`config.mk`:
```
export PLATFORM = sky130hd
export DESIGN_NAME = memctl_top
export DESIGN_NICKNAME = d
export VERILOG_FILES = /design/src/common/memctl_pkg.sv /design/src/data_if/memctl_data_if.sv /design/src/hdl/memctl_parity.sv /design/src/hdl/memctl_top.sv
export SDC_FILE = /design/constraint.sdc
export NUM_CORES = 1
export LEC_CHECK = 0
export BUFFER_PORTS_ARGS = -buffer_cell sky130_fd_sc_hd__buf_4
export CORE_ASPECT_RATIO = 2
export CORE_UTILIZATION = 50
export CTS_BUF_LIST = sky130_fd_sc_hd__clkbuf_4
export CTS_CLUSTER_SIZE = 28
export DETAILED_ROUTE_END_ITERATION = 8
export PLACE_DENSITY_LB_ADDON = 0.1
export SKIP_LAST_GASP = 1
export SLEW_MARGIN = 20
export SYNTH_ARGS = -nofsm -noshare
export SYNTH_HDL_FRONTEND = slang
export SYNTH_SLANG_ARGS = --single-unit
export TNS_END_PERCENT = 20
```
`constraint.sdc`:
```
create_clock -name clk -period 3.12 [get_ports clk]
set_input_delay 0.312 -clock clk [delete_from_list [all_inputs] [get_ports clk]]
set_output_delay 0.312 -clock clk [all_outputs]
set_load 0.02 [all_outputs]
```
`src/common/memctl_pkg.sv`:
```
// widths are fixed here for a 4-byte word with 9-bit lanes; burst sizes of 1 to 7 only, size 0 is illegal
package memctl_pkg;

	//////////////////////////////////////////////////////////////////////
	// widths
	//////////////////////////////////////////////////////////////////////

	// bytes per local-bus word, each byte gets its own parity bit
	localparam int NUM_BYTES = 4;

	// decoded width on the local bus
	localparam int DATA_WIDTH = NUM_BYTES * 8;

	// encoded width on the memory bus, eight data bits plus parity per lane
	localparam int ENC_WIDTH = NUM_BYTES * 9;

	// word address, one address per memory beat
	localparam int ADDR_WIDTH = 20;

	// burst size field, 1 to 7 beats
	localparam int SIZE_WIDTH = 3;

	//////////////////////////////////////////////////////////////////////
	// data types
	//////////////////////////////////////////////////////////////////////

	// a decoded word as seen by the local bus
	typedef logic [DATA_WIDTH-1:0] data_t;

	// an encoded word as stored in the SRAM
	typedef logic [ENC_WIDTH-1:0] enc_t;

	// a word address
	typedef logic [ADDR_WIDTH-1:0] addr_t;

	// a burst size in beats
	typedef logic [SIZE_WIDTH-1:0] size_t;

	// one error flag per byte lane of a read word
	typedef logic [NUM_BYTES-1:0] perr_t;

endpackage

```
`src/data_if/memctl_data_if.sv`:
```
// write bursts must be gapless and read return has no back-pressure; the master must sample avl_ready
`timescale 1ns/1ps

//////////////////////////////////////////////////////////////////////
// local-bus front end
// takes bursts on the local bus and issues one memory command per beat
// on the next clock, with the address stepping by one each beat
//////////////////////////////////////////////////////////////////////

module memctl_data_if (
	input  logic                clk,
	input  logic                rst,
	input  logic                avl_write_req,
	input  logic                avl_read_req,
	input  memctl_pkg::addr_t   avl_addr,
	input  memctl_pkg::size_t   avl_size,
	input  memctl_pkg::data_t   avl_wdata,
	output logic                avl_ready,
	output logic                avl_rdata_valid,
	output memctl_pkg::data_t   avl_rdata,
	output memctl_pkg::perr_t   avl_parity_error,
	output logic                mem_write,
	output logic                mem_read,
	output memctl_pkg::addr_t   mem_addr,
	output memctl_pkg::data_t   enc_wdata,
	input  logic                dec_rdata_valid,
	input  memctl_pkg::data_t   dec_rdata,
	input  memctl_pkg::perr_t   dec_parity_error
);

	// burst state: a burst is open while more beats are still owed
	logic              burst_active;
	logic              burst_is_read;
	memctl_pkg::size_t beat_left;
	memctl_pkg::addr_t next_addr;

	// beat qualifiers for this cycle
	logic first_beat;
	logic cont_beat;

	//////////////////////////////////////////////////////////////////////
	// beat decode
	//////////////////////////////////////////////////////////////////////

	// a new burst can only open when nothing is pending
	assign first_beat = !burst_active && (avl_write_req || avl_read_req);

	// read beats after the first are generated here without the master,
	// write beats after the first follow the master's request strobe
	assign cont_beat = burst_active && (burst_is_read || avl_write_req);

	// the bus is only held off while read addresses are being issued
	assign avl_ready = !(burst_active && burst_is_read);

	//////////////////////////////////////////////////////////////////////
	// control state and command strobes
	//////////////////////////////////////////////////////////////////////

	always_ff @(posedge clk)
	begin
		if (rst)
		begin
			burst_active  <= 1'b0;
			burst_is_read <= 1'b0;
			beat_left     <= '0;
			mem_write     <= 1'b0;
			mem_read      <= 1'b0;
		end
		else
		begin
			// strobes are single-cycle unless a beat is taken below
			mem_write <= 1'b0;
			mem_read  <= 1'b0;
			if (first_beat)
			begin
				mem_write     <= avl_write_req;
				mem_read      <= avl_read_req;
				burst_is_read <= avl_read_req;
				// the first beat is already spent, so count the rest
				beat_left     <= avl_size - 1'b1;
				burst_active  <= (avl_size > 3'd1);
			end
			else if (cont_beat)
			begin
				mem_write <= !burst_is_read;
				mem_read  <= burst_is_read;
				beat_left <= beat_left - 1'b1;
				// last owed beat closes the burst, ready rises next cycle
				if (beat_left == 3'd1)
				begin
					burst_active <= 1'b0;
				end
			end
		end
	end

	//////////////////////////////////////////////////////////////////////
	// address and write data path
	//////////////////////////////////////////////////////////////////////

	always_ff @(posedge clk)
	begin
		if (first_beat)
		begin
			// avl_addr is only valid on the first beat of a burst
			mem_addr  <= avl_addr;
			next_addr <= avl_addr + 1'b1;
		end
		else if (cont_beat)
		begin
			mem_addr  <= next_addr;
			next_addr <= next_addr + 1'b1;
		end

		// the encoder sees the word that goes out with this mem_write
		if (avl_write_req)
		begin
			enc_wdata <= avl_wdata;
		end
	end

	//////////////////////////////////////////////////////////////////////
	// read return, one register stage after the parity checker
	//////////////////////////////////////////////////////////////////////

	always_ff @(posedge clk)
	begin
		if (rst)
		begin
			avl_rdata_valid <= 1'b0;
		end
		else
		begin
			avl_rdata_valid <= dec_rdata_valid;
		end
	end

	// flags are already gated by valid in the checker, so they
	// line up with avl_rdata_valid without further qualification
	always_ff @(posedge clk)
	begin
		avl_rdata        <= dec_rdata;
		avl_parity_error <= dec_parity_error;
	end

	//////////////////////////////////////////////////////////////////////
	// bus protocol checks
	//////////////////////////////////////////////////////////////////////

	// while read addresses are issued nothing new may arrive
	a_req_when_ready: assert property (@(posedge clk) disable iff (rst)
		!avl_ready |-> !(avl_write_req || avl_read_req))
		else $error("request while avl_ready is low");

	// a burst of zero beats would leave the counter wrapping
	a_size_nonzero: assert property (@(posedge clk) disable iff (rst)
		first_beat |-> (avl_size != '0))
		else $error("burst size 0 on a first beat");

	// once a write burst opens, each following cycle must carry a beat
	a_write_no_gap: assert property (@(posedge clk) disable iff (rst)
		(burst_active && !burst_is_read) |-> (avl_write_req && !avl_read_req))
		else $error("gap or read request inside a write burst");

endmodule

```
`src/hdl/memctl_parity.sv`:
```
// purely combinational; lane count comes from memctl_pkg and even parity catches odd bit errors only
`timescale 1ns/1ps

//////////////////////////////////////////////////////////////////////
// byte-lane parity
// write side appends the XOR of each byte as bit 8 of its lane, read
// side strips that bit and flags any lane whose nine bits XOR to one
//////////////////////////////////////////////////////////////////////

module memctl_parity (
	input  memctl_pkg::data_t  wdata_in,
	output memctl_pkg::enc_t   wdata_out,
	input  logic               rdata_valid,
	input  memctl_pkg::enc_t   rdata_in,
	output memctl_pkg::data_t  rdata_out,
	output memctl_pkg::perr_t  parity_error
);

	// the encoded layout assumes exactly nine bits per byte lane
	if (memctl_pkg::ENC_WIDTH != memctl_pkg::NUM_BYTES * 9)
	begin : g_enc_width_check
		$error("ENC_WIDTH does not match NUM_BYTES lanes of nine bits");
	end

	for (genvar i = 0; i < memctl_pkg::NUM_BYTES; i++)
	begin : g_lane
		// encode, data bits low and parity on top of each lane
		assign wdata_out[i*9 +: 8] = wdata_in[i*8 +: 8];
		assign wdata_out[i*9 + 8]  = ^wdata_in[i*8 +: 8];

		// decode, the data bits pass through even when parity is bad
		assign rdata_out[i*8 +: 8] = rdata_in[i*9 +: 8];

		// a good lane has even parity over all nine bits
		assign parity_error[i] = rdata_valid & (^rdata_in[i*9 +: 9]);
	end

endmodule

```
`src/hdl/memctl_top.sv`:
```
// memory side has no PHY; read data must come back in command order with one valid cycle per word
`timescale 1ns/1ps

//////////////////////////////////////////////////////////////////////
// controller data path top
// joins the local-bus front end to the parity block, the memory
// command and data pins leave from here unchanged
//////////////////////////////////////////////////////////////////////

module memctl_top (
	input  logic                clk,
	input  logic                rst,
	input  logic                avl_write_req,
	input  logic                avl_read_req,
	input  memctl_pkg::addr_t   avl_addr,
	input  memctl_pkg::size_t   avl_size,
	input  memctl_pkg::data_t   avl_wdata,
	output logic                avl_ready,
	output logic                avl_rdata_valid,
	output memctl_pkg::data_t   avl_rdata,
	output memctl_pkg::perr_t   avl_parity_error,
	output logic                mem_write,
	output logic                mem_read,
	output memctl_pkg::addr_t   mem_addr,
	output memctl_pkg::enc_t    mem_wdata,
	input  logic                mem_rdata_valid,
	input  memctl_pkg::enc_t    mem_rdata
);

	// registered write word on its way into the encoder
	memctl_pkg::data_t enc_wdata;

	// decoded read word and lane flags before the return register
	memctl_pkg::data_t dec_rdata;
	memctl_pkg::perr_t dec_parity_error;

	memctl_data_if u_data_if (
		.clk              (clk),
		.rst              (rst),
		.avl_write_req    (avl_write_req),
		.avl_read_req     (avl_read_req),
		.avl_addr         (avl_addr),
		.avl_size         (avl_size),
		.avl_wdata        (avl_wdata),
		.avl_ready        (avl_ready),
		.avl_rdata_valid  (avl_rdata_valid),
		.avl_rdata        (avl_rdata),
		.avl_parity_error (avl_parity_error),
		.mem_write        (mem_write),
		.mem_read         (mem_read),
		.mem_addr         (mem_addr),
		.enc_wdata        (enc_wdata),
		.dec_rdata_valid  (mem_rdata_valid),
		.dec_rdata        (dec_rdata),
		.dec_parity_error (dec_parity_error)
	);

	// encoded write word lines up with the registered mem_write
	memctl_parity u_parity (
		.wdata_in     (enc_wdata),
		.wdata_out    (mem_wdata),
		.rdata_valid  (mem_rdata_valid),
		.rdata_in     (mem_rdata),
		.rdata_out    (dec_rdata),
		.parity_error (dec_parity_error)
	);

endmodule

```
Word level (Yosys, flattened, before mapping)

Cells that the tools add are included.

Add/subtract/negate cells: 4
Magnitude comparators: 1
Equal/unequal tests: 1
Mux-type cells: 13
Bitwise logic cells: 4
Reduce and logical (&&, ||, !) cells: 19

Operator list:

| kind                                                | count |
|---|---|
| two-way mux 20 bit                                  | 4 |
| adder 20 x 1 -> 20 bit (second input constant)      | 2 |
| parity 9 bit                                        | 4 |
| parity 8 bit                                        | 4 |
| two-way mux 1 bit                                   | 7 |
| two-way mux 3 bit                                   | 2 |
| subtractor 3 x 1 -> 3 bit (second input constant)   | 2 |
| bitwise AND 1 bit                                   | 4 |
| nonzero test 2 bit                                  | 2 |
| == test 3 x 1 -> 1 bit (second input constant)      | 1 |
| > comparator 3 x 1 -> 1 bit (second input constant) | 1 |
| logical AND 1 bit                                   | 3 |
| logical NOT 1 bit                                   | 3 |
| logical OR 1 bit                                    | 2 |
| AND reduction 2 bit                                 | 1 |

Register bits: 116
Bits of input ports: 96
Output and inout port bits: 96
Word-level logic and storage cells: 53

Logic depth before layout (Yosys ltp)

Gate-level depths: netlist of the first run.

Depth in word-level cells: 4
Mapped depth: 12

Hierarchy

Synthesis of the first run repeated with hierarchy kept, for this count alone.

Cell total of the unflattened synthesis: 407
Area, all modules: 5,127.4 um2

Modules (own cells, without submodules):

| module         | times used | cells an instance | area each (um2) |
|---|---|---|---|
| memctl_data_if | 1          | 282               | 4,032.6 |
| memctl_parity  | 1          | 125               | 1,094.8 |

Worst setup path before layout of the first run

OpenSTA, ideal clock, no wires.

Path kind: reg2reg
From: register u_data_if.burst_active
To: register u_data_if.next_addr[10], data pin
Library setup time: 0.257 ns
Arrival: 2.121 ns
Data required time: 2.863 ns
Slack: 0.742 ns
Stages on the path, launching flop included: 13
Path buffers: 3
Path through: dfxtp_1 > o21ba_1 > buf_6 > buf_2 > buf_2 > nand2_1 > nand2_1 > ha_1 > nand3_1 > nor3_1 > or2_2 > and3_1 > xor2_1

Word-level cells in the longest chain between the ends: 3

Ends and longest elaborated chain:

| what                   | RTL line              | RTL |
|---|---|---|
| start, declared        | memctl_data_if.sv:32  | `logic burst_active;` |
| start signal, assigned | memctl_data_if.sv:81  | `burst_active <= (avl_size > 3'd1);` |
| logical NOT 1 bit      | memctl_data_if.sv:46  | `assign first_beat = !burst_active && (avl_write_req \|\| avl_read_req);` |
| logical AND 1 bit      | memctl_data_if.sv:46  |  |
| two-way mux 20 bit     | memctl_data_if.sv:103 | `if (first_beat)` |
| end signal, assigned   | memctl_data_if.sv:107 | `next_addr <= avl_addr + 1'b1;` |
| end signal, assigned   | memctl_data_if.sv:112 | `next_addr <= next_addr + 1'b1;` |
| end, declared          | memctl_data_if.sv:35  | `memctl_pkg::addr_t next_addr;` |

No other way between the ends.
A chain may end at the register's enable or synchronous reset.

Worst setup path in the final report of the first run

From: register u_data_if.burst_active
To: register u_data_if.next_addr[14], data pin

Same word-level chain as after synthesis.

==> results of run 1 <==
[metrics by stage]
stage | cells | power (W) | area [µm²] | worst slack [ns] | hold slack (ns)
3_3_place_gp | 644 | 0.00294 | 6200 | 0.869 | 0.431
5_1_grt | 742 | 0.00423 | 7120 | 0.601 | 0.00273
4_1_cts | 741 | 0.00407 | 7120 | 0.798 | 0.00159
2_1_floorplan | 352 | 0.00253 | 4640 | 0.742 | 0.340
3_5_place_dp | 644 | 0.00297 | 6200 | 0.780 | 0.433
6_report | 742 | 0.00405 | 7120 | 0.797 | 0.0471
[kinds of logic (layout without fill, tap and decap cells)]
logic type                 Yosys count  count (layout)  synth area share, %
DFF                                116             116                 65.6
and+or+nand+nor                     99              99                 10.5
xor gates and xnor gates            80              80                 15.1
AOI/OAI and AO/OA                   22              22                 3.05
buffers and inverters               19             306                 1.83
muxes                               11              11                 2.51
adders and majority gates            5               5                 1.35
other                                0               1                    0
[worst max-delay path: cells and delay by family (launching register included)]
family	cells	cell delay [ns]
flip-flops	1	0.38
AND/OR/NAND/NOR	5	0.70
XOR/XNOR	1	0.08
AO/OA/AOI/OAI	2	0.67
adder cells (fa/ha/maj)	1	0.25
[cell type report]
class,count,area [µm²]
Timing Repair Buffer,261,2120
Inverter,13,48.8
Tap cell,102,128
Clock inverter,12,114
Clock buffer,20,150
Fill cell,571,1890
Sequential cell,116,3040
Antenna cell,1,2.50
Multi-Input combinational cell,217,1510
[registers in the layout, summed over array words and instances (netlist names)]
register	flops
u_data_if.avl_rdata_valid	1
u_data_if.enc_wdata	32
u_data_if.mem_write	1
u_data_if.mem_read	1
u_data_if.mem_addr	20
u_data_if.burst_active	1
u_data_if.burst_is_read	1
u_data_if.avl_parity_error	4
u_data_if.beat_left	3
u_data_if.avl_rdata	32
u_data_if.next_addr	20
[routing by layer]
layer  part of all wire (%)  wire length, µm
met3                    6.5              772
met5                      0                0
met1                     34             4020
met4                    3.6              425
met2                     56             6630
[power breakdown]
group	internal (W)	switching [W]	leakage (nW)
clock	0.000488	0.000550	0.143
combinational	0.000518	0.000550	1.87
sequential	0.00185	0.0000961	1.09
[how the worst max path moves through the flow]
stage	to	slack, ns	depth (start not counted)
after floorplan	u_data_if.next_addr[10]$_DFFE_PP_	0.74	12
after global placement	u_data_if.next_addr[15]$_DFFE_PP_	0.87	7
after detailed placement	u_data_if.next_addr[17]$_DFFE_PP_	0.78	7
after CTS	u_data_if.next_addr[16]$_DFFE_PP_	0.80	9
after global routing	u_data_if.next_addr[16]$_DFFE_PP_	0.60	9
final	u_data_if.next_addr[14]$_DFFE_PP_	0.80	9
[cell usage after synthesis]
master	n
sky130_fd_sc_hd__a21o_1	2
sky130_fd_sc_hd__a21oi_1	5
sky130_fd_sc_hd__a22oi_1	1
sky130_fd_sc_hd__a31oi_1	2
sky130_fd_sc_hd__and2_1	4
sky130_fd_sc_hd__and3_1	5
sky130_fd_sc_hd__and3b_1	1
sky130_fd_sc_hd__buf_2	5
sky130_fd_sc_hd__buf_6	1
sky130_fd_sc_hd__dfxtp_1	44
sky130_fd_sc_hd__edfxtp_1	72
sky130_fd_sc_hd__ha_1	5
sky130_fd_sc_hd__inv_1	13
sky130_fd_sc_hd__mux2_2	1
sky130_fd_sc_hd__mux2_4	1
sky130_fd_sc_hd__mux2i_1	9
sky130_fd_sc_hd__nand2_1	46
sky130_fd_sc_hd__nand2b_1	2
sky130_fd_sc_hd__nand3_1	11
sky130_fd_sc_hd__nand3b_1	2
sky130_fd_sc_hd__nand4_1	4
sky130_fd_sc_hd__nor2_1	10
sky130_fd_sc_hd__nor2b_1	1
sky130_fd_sc_hd__nor3_1	6
sky130_fd_sc_hd__nor3_2	2
sky130_fd_sc_hd__nor4_1	2
sky130_fd_sc_hd__nor4b_4	1
sky130_fd_sc_hd__o211ai_1	1
sky130_fd_sc_hd__o211ai_2	1
sky130_fd_sc_hd__o21ai_0	5
sky130_fd_sc_hd__o21ai_1	3
sky130_fd_sc_hd__o21ba_1	1
sky130_fd_sc_hd__o21bai_2	1
sky130_fd_sc_hd__or2_2	2
sky130_fd_sc_hd__xnor2_1	62
sky130_fd_sc_hd__xor2_1	18
[repair_timing]
| item | 4_1_cts | 5_1_grt |
|---|---|---|
| setup buffers | 0 | 0 |
| hold buffers | 65 | 0 |
| endpoints found under the hold margin | 71 | 0 |
| resized for setup | 0 | 0 |
| setup endpoints to repair | 0 | 0 |
==> summary by stage, run 1 <==
Run status
The run finished with clean final reports.

Critical path
Walking the worst path, the cells encountered are o21ba_1, nand2_1, nand2_1, ha_1, nand2_1, nor4_1, o211ai_1, nor2_1, xor2_1. The capturing element type of the critical path is a register. STA classifies the critical path startpoint as a register. The data required time at the worst endpoint is 3.37 ns. The capturing point of the worst reg2reg path is u_data_if.next_addr[14]$_DFFE_PP_. The maximum fanout along the worst path is 10. The flop-to-flop setup slack is 0.80 ns. The data arrival time of the critical path is 2.58 ns.

The slowest stage of the critical path belongs to the cell sky130_fd_sc_hd__o21ba_1. The worst flop-to-flop path startpoint is u_data_if.burst_active$_SDFFE_PP0P_. The cell count of the worst reg-to-reg path is 9.

The largest single stage delay on the critical path is 0.47 ns. The critical path class is reg -> reg. The origin of the worst setup path is u_data_if.burst_active$_SDFFE_PP0P_. Counting stages on the worst path, the most repeated cell is sky130_fd_sc_hd__nand2_1.

Cells and area
The final core area utilization is 79.0%. The ratio of cells with drive above 1 in the final layout is 36.6%. Leaving out fill and tap cells, the most frequent cells in the layout are sky130_fd_sc_hd__buf_4, sky130_fd_sc_hd__edfxtp_1, sky130_fd_sc_hd__dlygate4sd3_1. The most frequent standard cell in the layout excluding fill and tap cells is sky130_fd_sc_hd__buf_4. The number of nets in the finished design is 727.

The layout overhead on the synthesized area is 53.5%.

STA
For the pin with the worst max-slew slack, the measured transition is 0.642 ns. Across the routed clock network, the largest skew measured is 0.0144 ns. The peak clock frequency supported by timing is 0.431 GHz.

The post-route setup TNS is 0 ns. The number of pins with negative max-slew slack in the final report is 0. The post-layout minimum cycle time is 2.32 ns. Setup repair after global routing left no endpoint under its margin. Setup violations remaining at the end of the flow were counted as 0. The tightest slew margin relative to the limit is 57.0%. The final cycle utilization of the critical path is 74.4%.

The final number of hold-violating endpoints is 0.

Global routing
met2 is the most crowded layer. The first global-routing pass estimated between 15 and 20 mm of wire. Entering global routing, the biggest net connects 38 pins. For met2 alone, demand over resource in global routing was a little under half. For met3 alone, demand over resource in global routing was under 10%.

Global routing finished with a remaining overflow of 0. The global-route track usage on met1 is 25.6%. The total routing resource utilization after global routing is approximately a quarter.

The initial antenna violation count is 1. The number of global-route vias before repair came to between 4000 and 5000.

Logic synthesis
Yosys attributes the largest share of cell area to sky130_fd_sc_hd__edfxtp_1, sky130_fd_sc_hd__dfxtp_1, sky130_fd_sc_hd__xnor2_1, sky130_fd_sc_hd__nand2_1, sky130_fd_sc_hd__xor2_1. The area share of the largest cell type after synthesis is 46.6%. Synthesis handed over a netlist of 352 instances. After synthesis, the netlist uses 36 different library cells.

The mean post-synth cell area is 13.2 µm². Of all cell types, the one taking the most synthesized area is sky130_fd_sc_hd__edfxtp_1. Of the synthesized area, sequential elements account for 65.6%. The number of nets in the synthesized netlist is 453. The flop and latch count out of synthesis is roughly 120. During synthesis, Yosys emitted a total of 0 warnings.

The combined area of all synthesized cells is 4640 µm².

Die
approximately 190 I/O pins were placed. After floorplanning, the core was sized to cover 9010 µm². The total number of placement rows is 49.

The die covers 9690 µm². The die is 138 µm tall. The die is between 70 and 80 µm wide. For this configuration, the core starts out at a cell density of between 50% and 60%.

Clock tree
The TritonCTS clock tree is yes. The count of H-tree levels built during CTS is 4. The later pin in the worst-skew pair is clocked with a latency of 0.51 ns. TritonCTS created 17 clock buffers.

Counting every sink on the clock net gives 116. The clock transition at the registers of the reported paths is 0.10 ns. The tree is rooted in a sky130_fd_sc_hd__clkbuf_4.

In this run the deepest clock path goes through 2 buffers.

Placed design
The detailed placer's ending HPWL is 7.90 mm. The routability congestion estimate from global placement is 0.865. Input and output buffers added on the ports amount to 191.

Route
The count of routing violations after the opening detailed-route iteration is 142. For this run, design rule violations remaining after detail routing come to 0. The wire length per cell is 16.0 µm. The first detailed-routing pass took 4 iterations.

After detailed routing, the total wire length is 11.8 mm. The total number of vias is 3701. The antenna violation net count after detailed routing is 0.

Using the TritonRoute via totals, the vias-per-cell ratio works out to 4.99.

Hold path
The type of the worst min-delay path is in -> reg. Counting instances, the worst hold path has a depth of 2. The worst hold path begins at mem_rdata_valid.

The end point of the worst hold path is u_data_if.avl_parity_error[2]$_DFF_P_.

Power and ir drop
The static power due to leakage is ~3.1 nW. The maximum vdd drop is between 300 and 400 µV. The power density of the placed cells is 569 nW/µm².

Job
The tool flagged a number of max-cap violations equal to 0.
Note: power is estimated with default switching activity, not from simulation.
==> run 2, diff against run 1 <==
- CORE_UTILIZATION: 50 -> 45
- clock period: 3.12 -> 2.05 ns (I/O delays scaled with it)
==> summary by stage, run 2 (synthesis results as in run 1) <==
Run status
The flow ran to the end, and the final reports show no timing, DRC or antenna violations.

Clock tree
The number of clock sinks seen by CTS came to 116 (unchanged). In this run the clock root is driven by a sky130_fd_sc_hd__clkbuf_4. The clock insertion delay at the later pin of the skew report is 0.52 ns (about the same).

The TritonCTS clock tree is yes. The count of H-tree levels built during CTS is 4 (unchanged). The number of setup buffers added after CTS is 0 (unchanged). The clock buffer count from CTS is 17 (unchanged).

The clock transition at the registers of the reported paths was 0.11 ns (about the same). The maximum number of buffers from clock root to sink is 2 (unchanged).

Critical path
In this run the critical register-to-register path is captured at u_data_if.next_addr[15]$_DFFE_PP_. The worst path buffer plus inverter count came to 1 (+1). The depth of the critical timing path with buffers and inverters included was 6 (-3). The maximum fanout along the worst path is 11 (+1). The origin of the worst setup path is u_data_if.burst_active$_SDFFE_PP0P_. The data arrival time of the critical path is 2.22 ns (-0.36 ns). The cell count of the worst reg-to-reg path is 6 (-3). The critical path class is reg -> reg.

The stage delay of the slowest cell on the critical path came to 0.40 ns (-0.07 ns). Walking the worst path, the cells encountered are o21bai_2, buf_4, mux2i_1, o211ai_2, a21o_1, xnor2_1. The data required time at the worst endpoint is 2.33 ns (-1.04 ns). The worst setup path is launched from a register. The startpoint identified for the worst register-to-register timing path is u_data_if.burst_active$_SDFFE_PP0P_.

The flop-to-flop setup slack is 0.11 ns (-0.69 ns). STA classifies the critical path endpoint as a register. The destination of the critical timing path is u_data_if.next_addr[15]$_DFFE_PP_.

The cell with the largest stage delay on the worst path is sky130_fd_sc_hd__dfxtp_2. The cell family contributing the most delay on the critical path is compound AO/OA/AOI/OAI gates.

Die
The number of top-level design ports is 192 (unchanged). The overall die area came to 10700 µm² (+11%). The die outline height is 146 µm (+5.3%). The total number of placement rows is 52 (+6.1%). The die span in x is 73.8 µm (+5.3%).

The effective utilization at floorplan came to 46.0% (-5.5 points). The core footprint was 10100 µm² (+12%).

STA
The post-layout minimum cycle time was 1.94 ns (-0.382 ns). The slew at the pin closest to its max-slew limit is 0.397 ns (-0.245 ns). The tightest slew margin relative to the limit is 72.7% (+16 points). The worst setup skew after layout is 0.00933 ns (-0.00506 ns). The post-route setup TNS came to 0 ns (unchanged). The peak clock frequency supported by timing was 0.515 GHz (+20%). The worst hold margin is 0.0427 ns (-0.00441 ns). Setup repair after global routing could not meet its margin everywhere. The final number of hold-violating endpoints came to 0 (unchanged). The final cycle utilization of the critical path is 94.7% (+20 points).

The number of pins with negative max-slew slack in the final report is 0 (unchanged). The count of endpoints failing setup in the final report came to 0 (unchanged).

Global routing
The pin count of the biggest net entering global routing is 41 (+7.9%). The number of global-route vias before repair came to 3877 (-4.0%). The first-pass GRT wire length is 18.0 mm (-5.4%).

The residual overflow from global routing came to 0 (unchanged). The total routing resource utilization after global routing was 22.7% (-3.1 points). The initial antenna violation count was 1 (unchanged).

Hold path
The startpoint identified for the worst hold timing path is avl_addr[5]. The worst hold path stage count is 3 (+1). The min-delay analysis places its worst path in the category in -> reg.

Power and ir drop
The power density of the placed cells is 862 nW/µm² (+52%). The maximum vdd drop came to 686 µV (+87%). The overall power consumption is 0.00645 W (+59%). The static power due to leakage is 3.23 nW (+4.1%).

Cells and area
The most frequent standard cell in the layout excluding fill and tap cells is sky130_fd_sc_hd__buf_4. The post-route non-filler standard cell count was 795 (+7.1%). The ratio of cells with drive above 1 in the final layout is 38.8% (+2.2 points). The number of fill cells came to 677 (+19%). The final core area utilization is 74.2% (-4.8 points).

The library cells used most frequently in the layout, excluding fill and tap cells, are sky130_fd_sc_hd__buf_4, sky130_fd_sc_hd__dlygate4sd3_1, sky130_fd_sc_hd__edfxtp_1. The largest registers in the layout are u_data_if.avl_rdata: 32 flops, u_data_if.enc_wdata: 32 flops. The layout overhead on the synthesized area is 61.3%. The sequential cell area in the final layout was 3040 µm² (about the same). The number of nets in the finished design was 747 (+2.8%). The combined area of the multi-input logic cells is 1570 µm² (+4.1%).

Placed design
The detailed placer's ending HPWL was 8.00 mm (+1.3%). The number of input and output port buffers inserted is 191 (unchanged). The number of placed instances with taps included is 682 (+5.9%). The routability congestion estimate from global placement was 0.844 (-2.4%).

Route
The wire length per cell came to 14.9 µm (-6.3%). The post-route DRC violation count is 0 (unchanged). The count of routing violations after the opening detailed-route iteration is 144 (+1.4%). The antenna violation net count after detailed routing is 0 (unchanged). The number of detailed-route iterations in the first pass is 4 (unchanged). The detail-routed via count per cell is 4.74 (-5.0%). The routed wire length is 11.9 mm (+0.36%).

The total number of vias is 3767 (+1.8%).

Job
The number of max-capacitance violations reported came to 0 (unchanged).
-- run 2: worst min-delay path by stage --
stage / to / slack [ns]
after floorplan: u_data_if.avl_rdata[0]$_DFF_P_ / 0.23
after global placement: u_data_if.avl_rdata[10]$_DFF_P_ / 0.32
after detailed placement: u_data_if.avl_rdata[23]$_DFF_P_ / 0.33
after CTS: u_data_if.mem_addr[5]$_DFFE_PP_ / 0.0001
after global routing: u_data_if.mem_addr[5]$_DFFE_PP_ / 0.02
final: u_data_if.mem_addr[5]$_DFFE_PP_ / 0.04
-- run 2: stage by stage --
stage | worst slack (ns) | area, µm²
global placement | 0.122 | 6360
CTS | 0.0984 | 7470
floorplan | -0.0272 | 4710
detailed placement | 0.0804 | 6360
finish | 0.109 | 7480
global route | -0.00733 | 7480
-- run 2: report_power, final --
part / leakage (nW) / switching, W / internal [W]
Sequential: 1.09 / 0.000149 / 0.00281
Combinational: 1.97 / 0.000856 / 0.000849
Clock: 0.168 / 0.000927 / 0.000858
Total: 3.23 / 0.00193 / 0.00452
-- run 2: routing by layer --
| layer | global-route usage, % | wire length, µm |
|---|---|---|
| met1 | 21.0 | 3960 |
| met2 | 42.0 | 6730 |
| met3 | 6.93 | 725 |
| met4 | 12.0 | 465 |
| met5 | 0 | 0 |
-- run 2: worst reg2reg max path: stages, from the launching register on --
cell and delay, ns:
sky130_fd_sc_hd__dfxtp_2 0.40, sky130_fd_sc_hd__o21bai_2 0.19, sky130_fd_sc_hd__buf_4 0.24, sky130_fd_sc_hd__mux2i_1 0.33, sky130_fd_sc_hd__o211ai_2 0.22, sky130_fd_sc_hd__a21o_1 0.21, sky130_fd_sc_hd__xnor2_1 0.12
-- run 2: final cells by class --
type / count / share of cell area (%)
Antenna cell: 1 / 0.0335
Clock buffer: 17 / 1.71
Clock inverter: 15 / 2.38
Inverter: 13 / 0.653
Multi-Input combinational cell: 217 / 21.0
Sequential cell: 116 / 40.7
Tap cell: 135 / 2.26
Timing Repair Buffer: 281 / 31.2
-- run 2: what timing repair did --
| action | 4_1_cts | 5_1_grt |
|---|---|---|
| endpoints found under the setup margin | 0 | 4 |
| gates resized for setup | 0 | 1 |
| endpoints found under the hold margin | 88 | 0 |
| hold buffers | 80 | 0 |
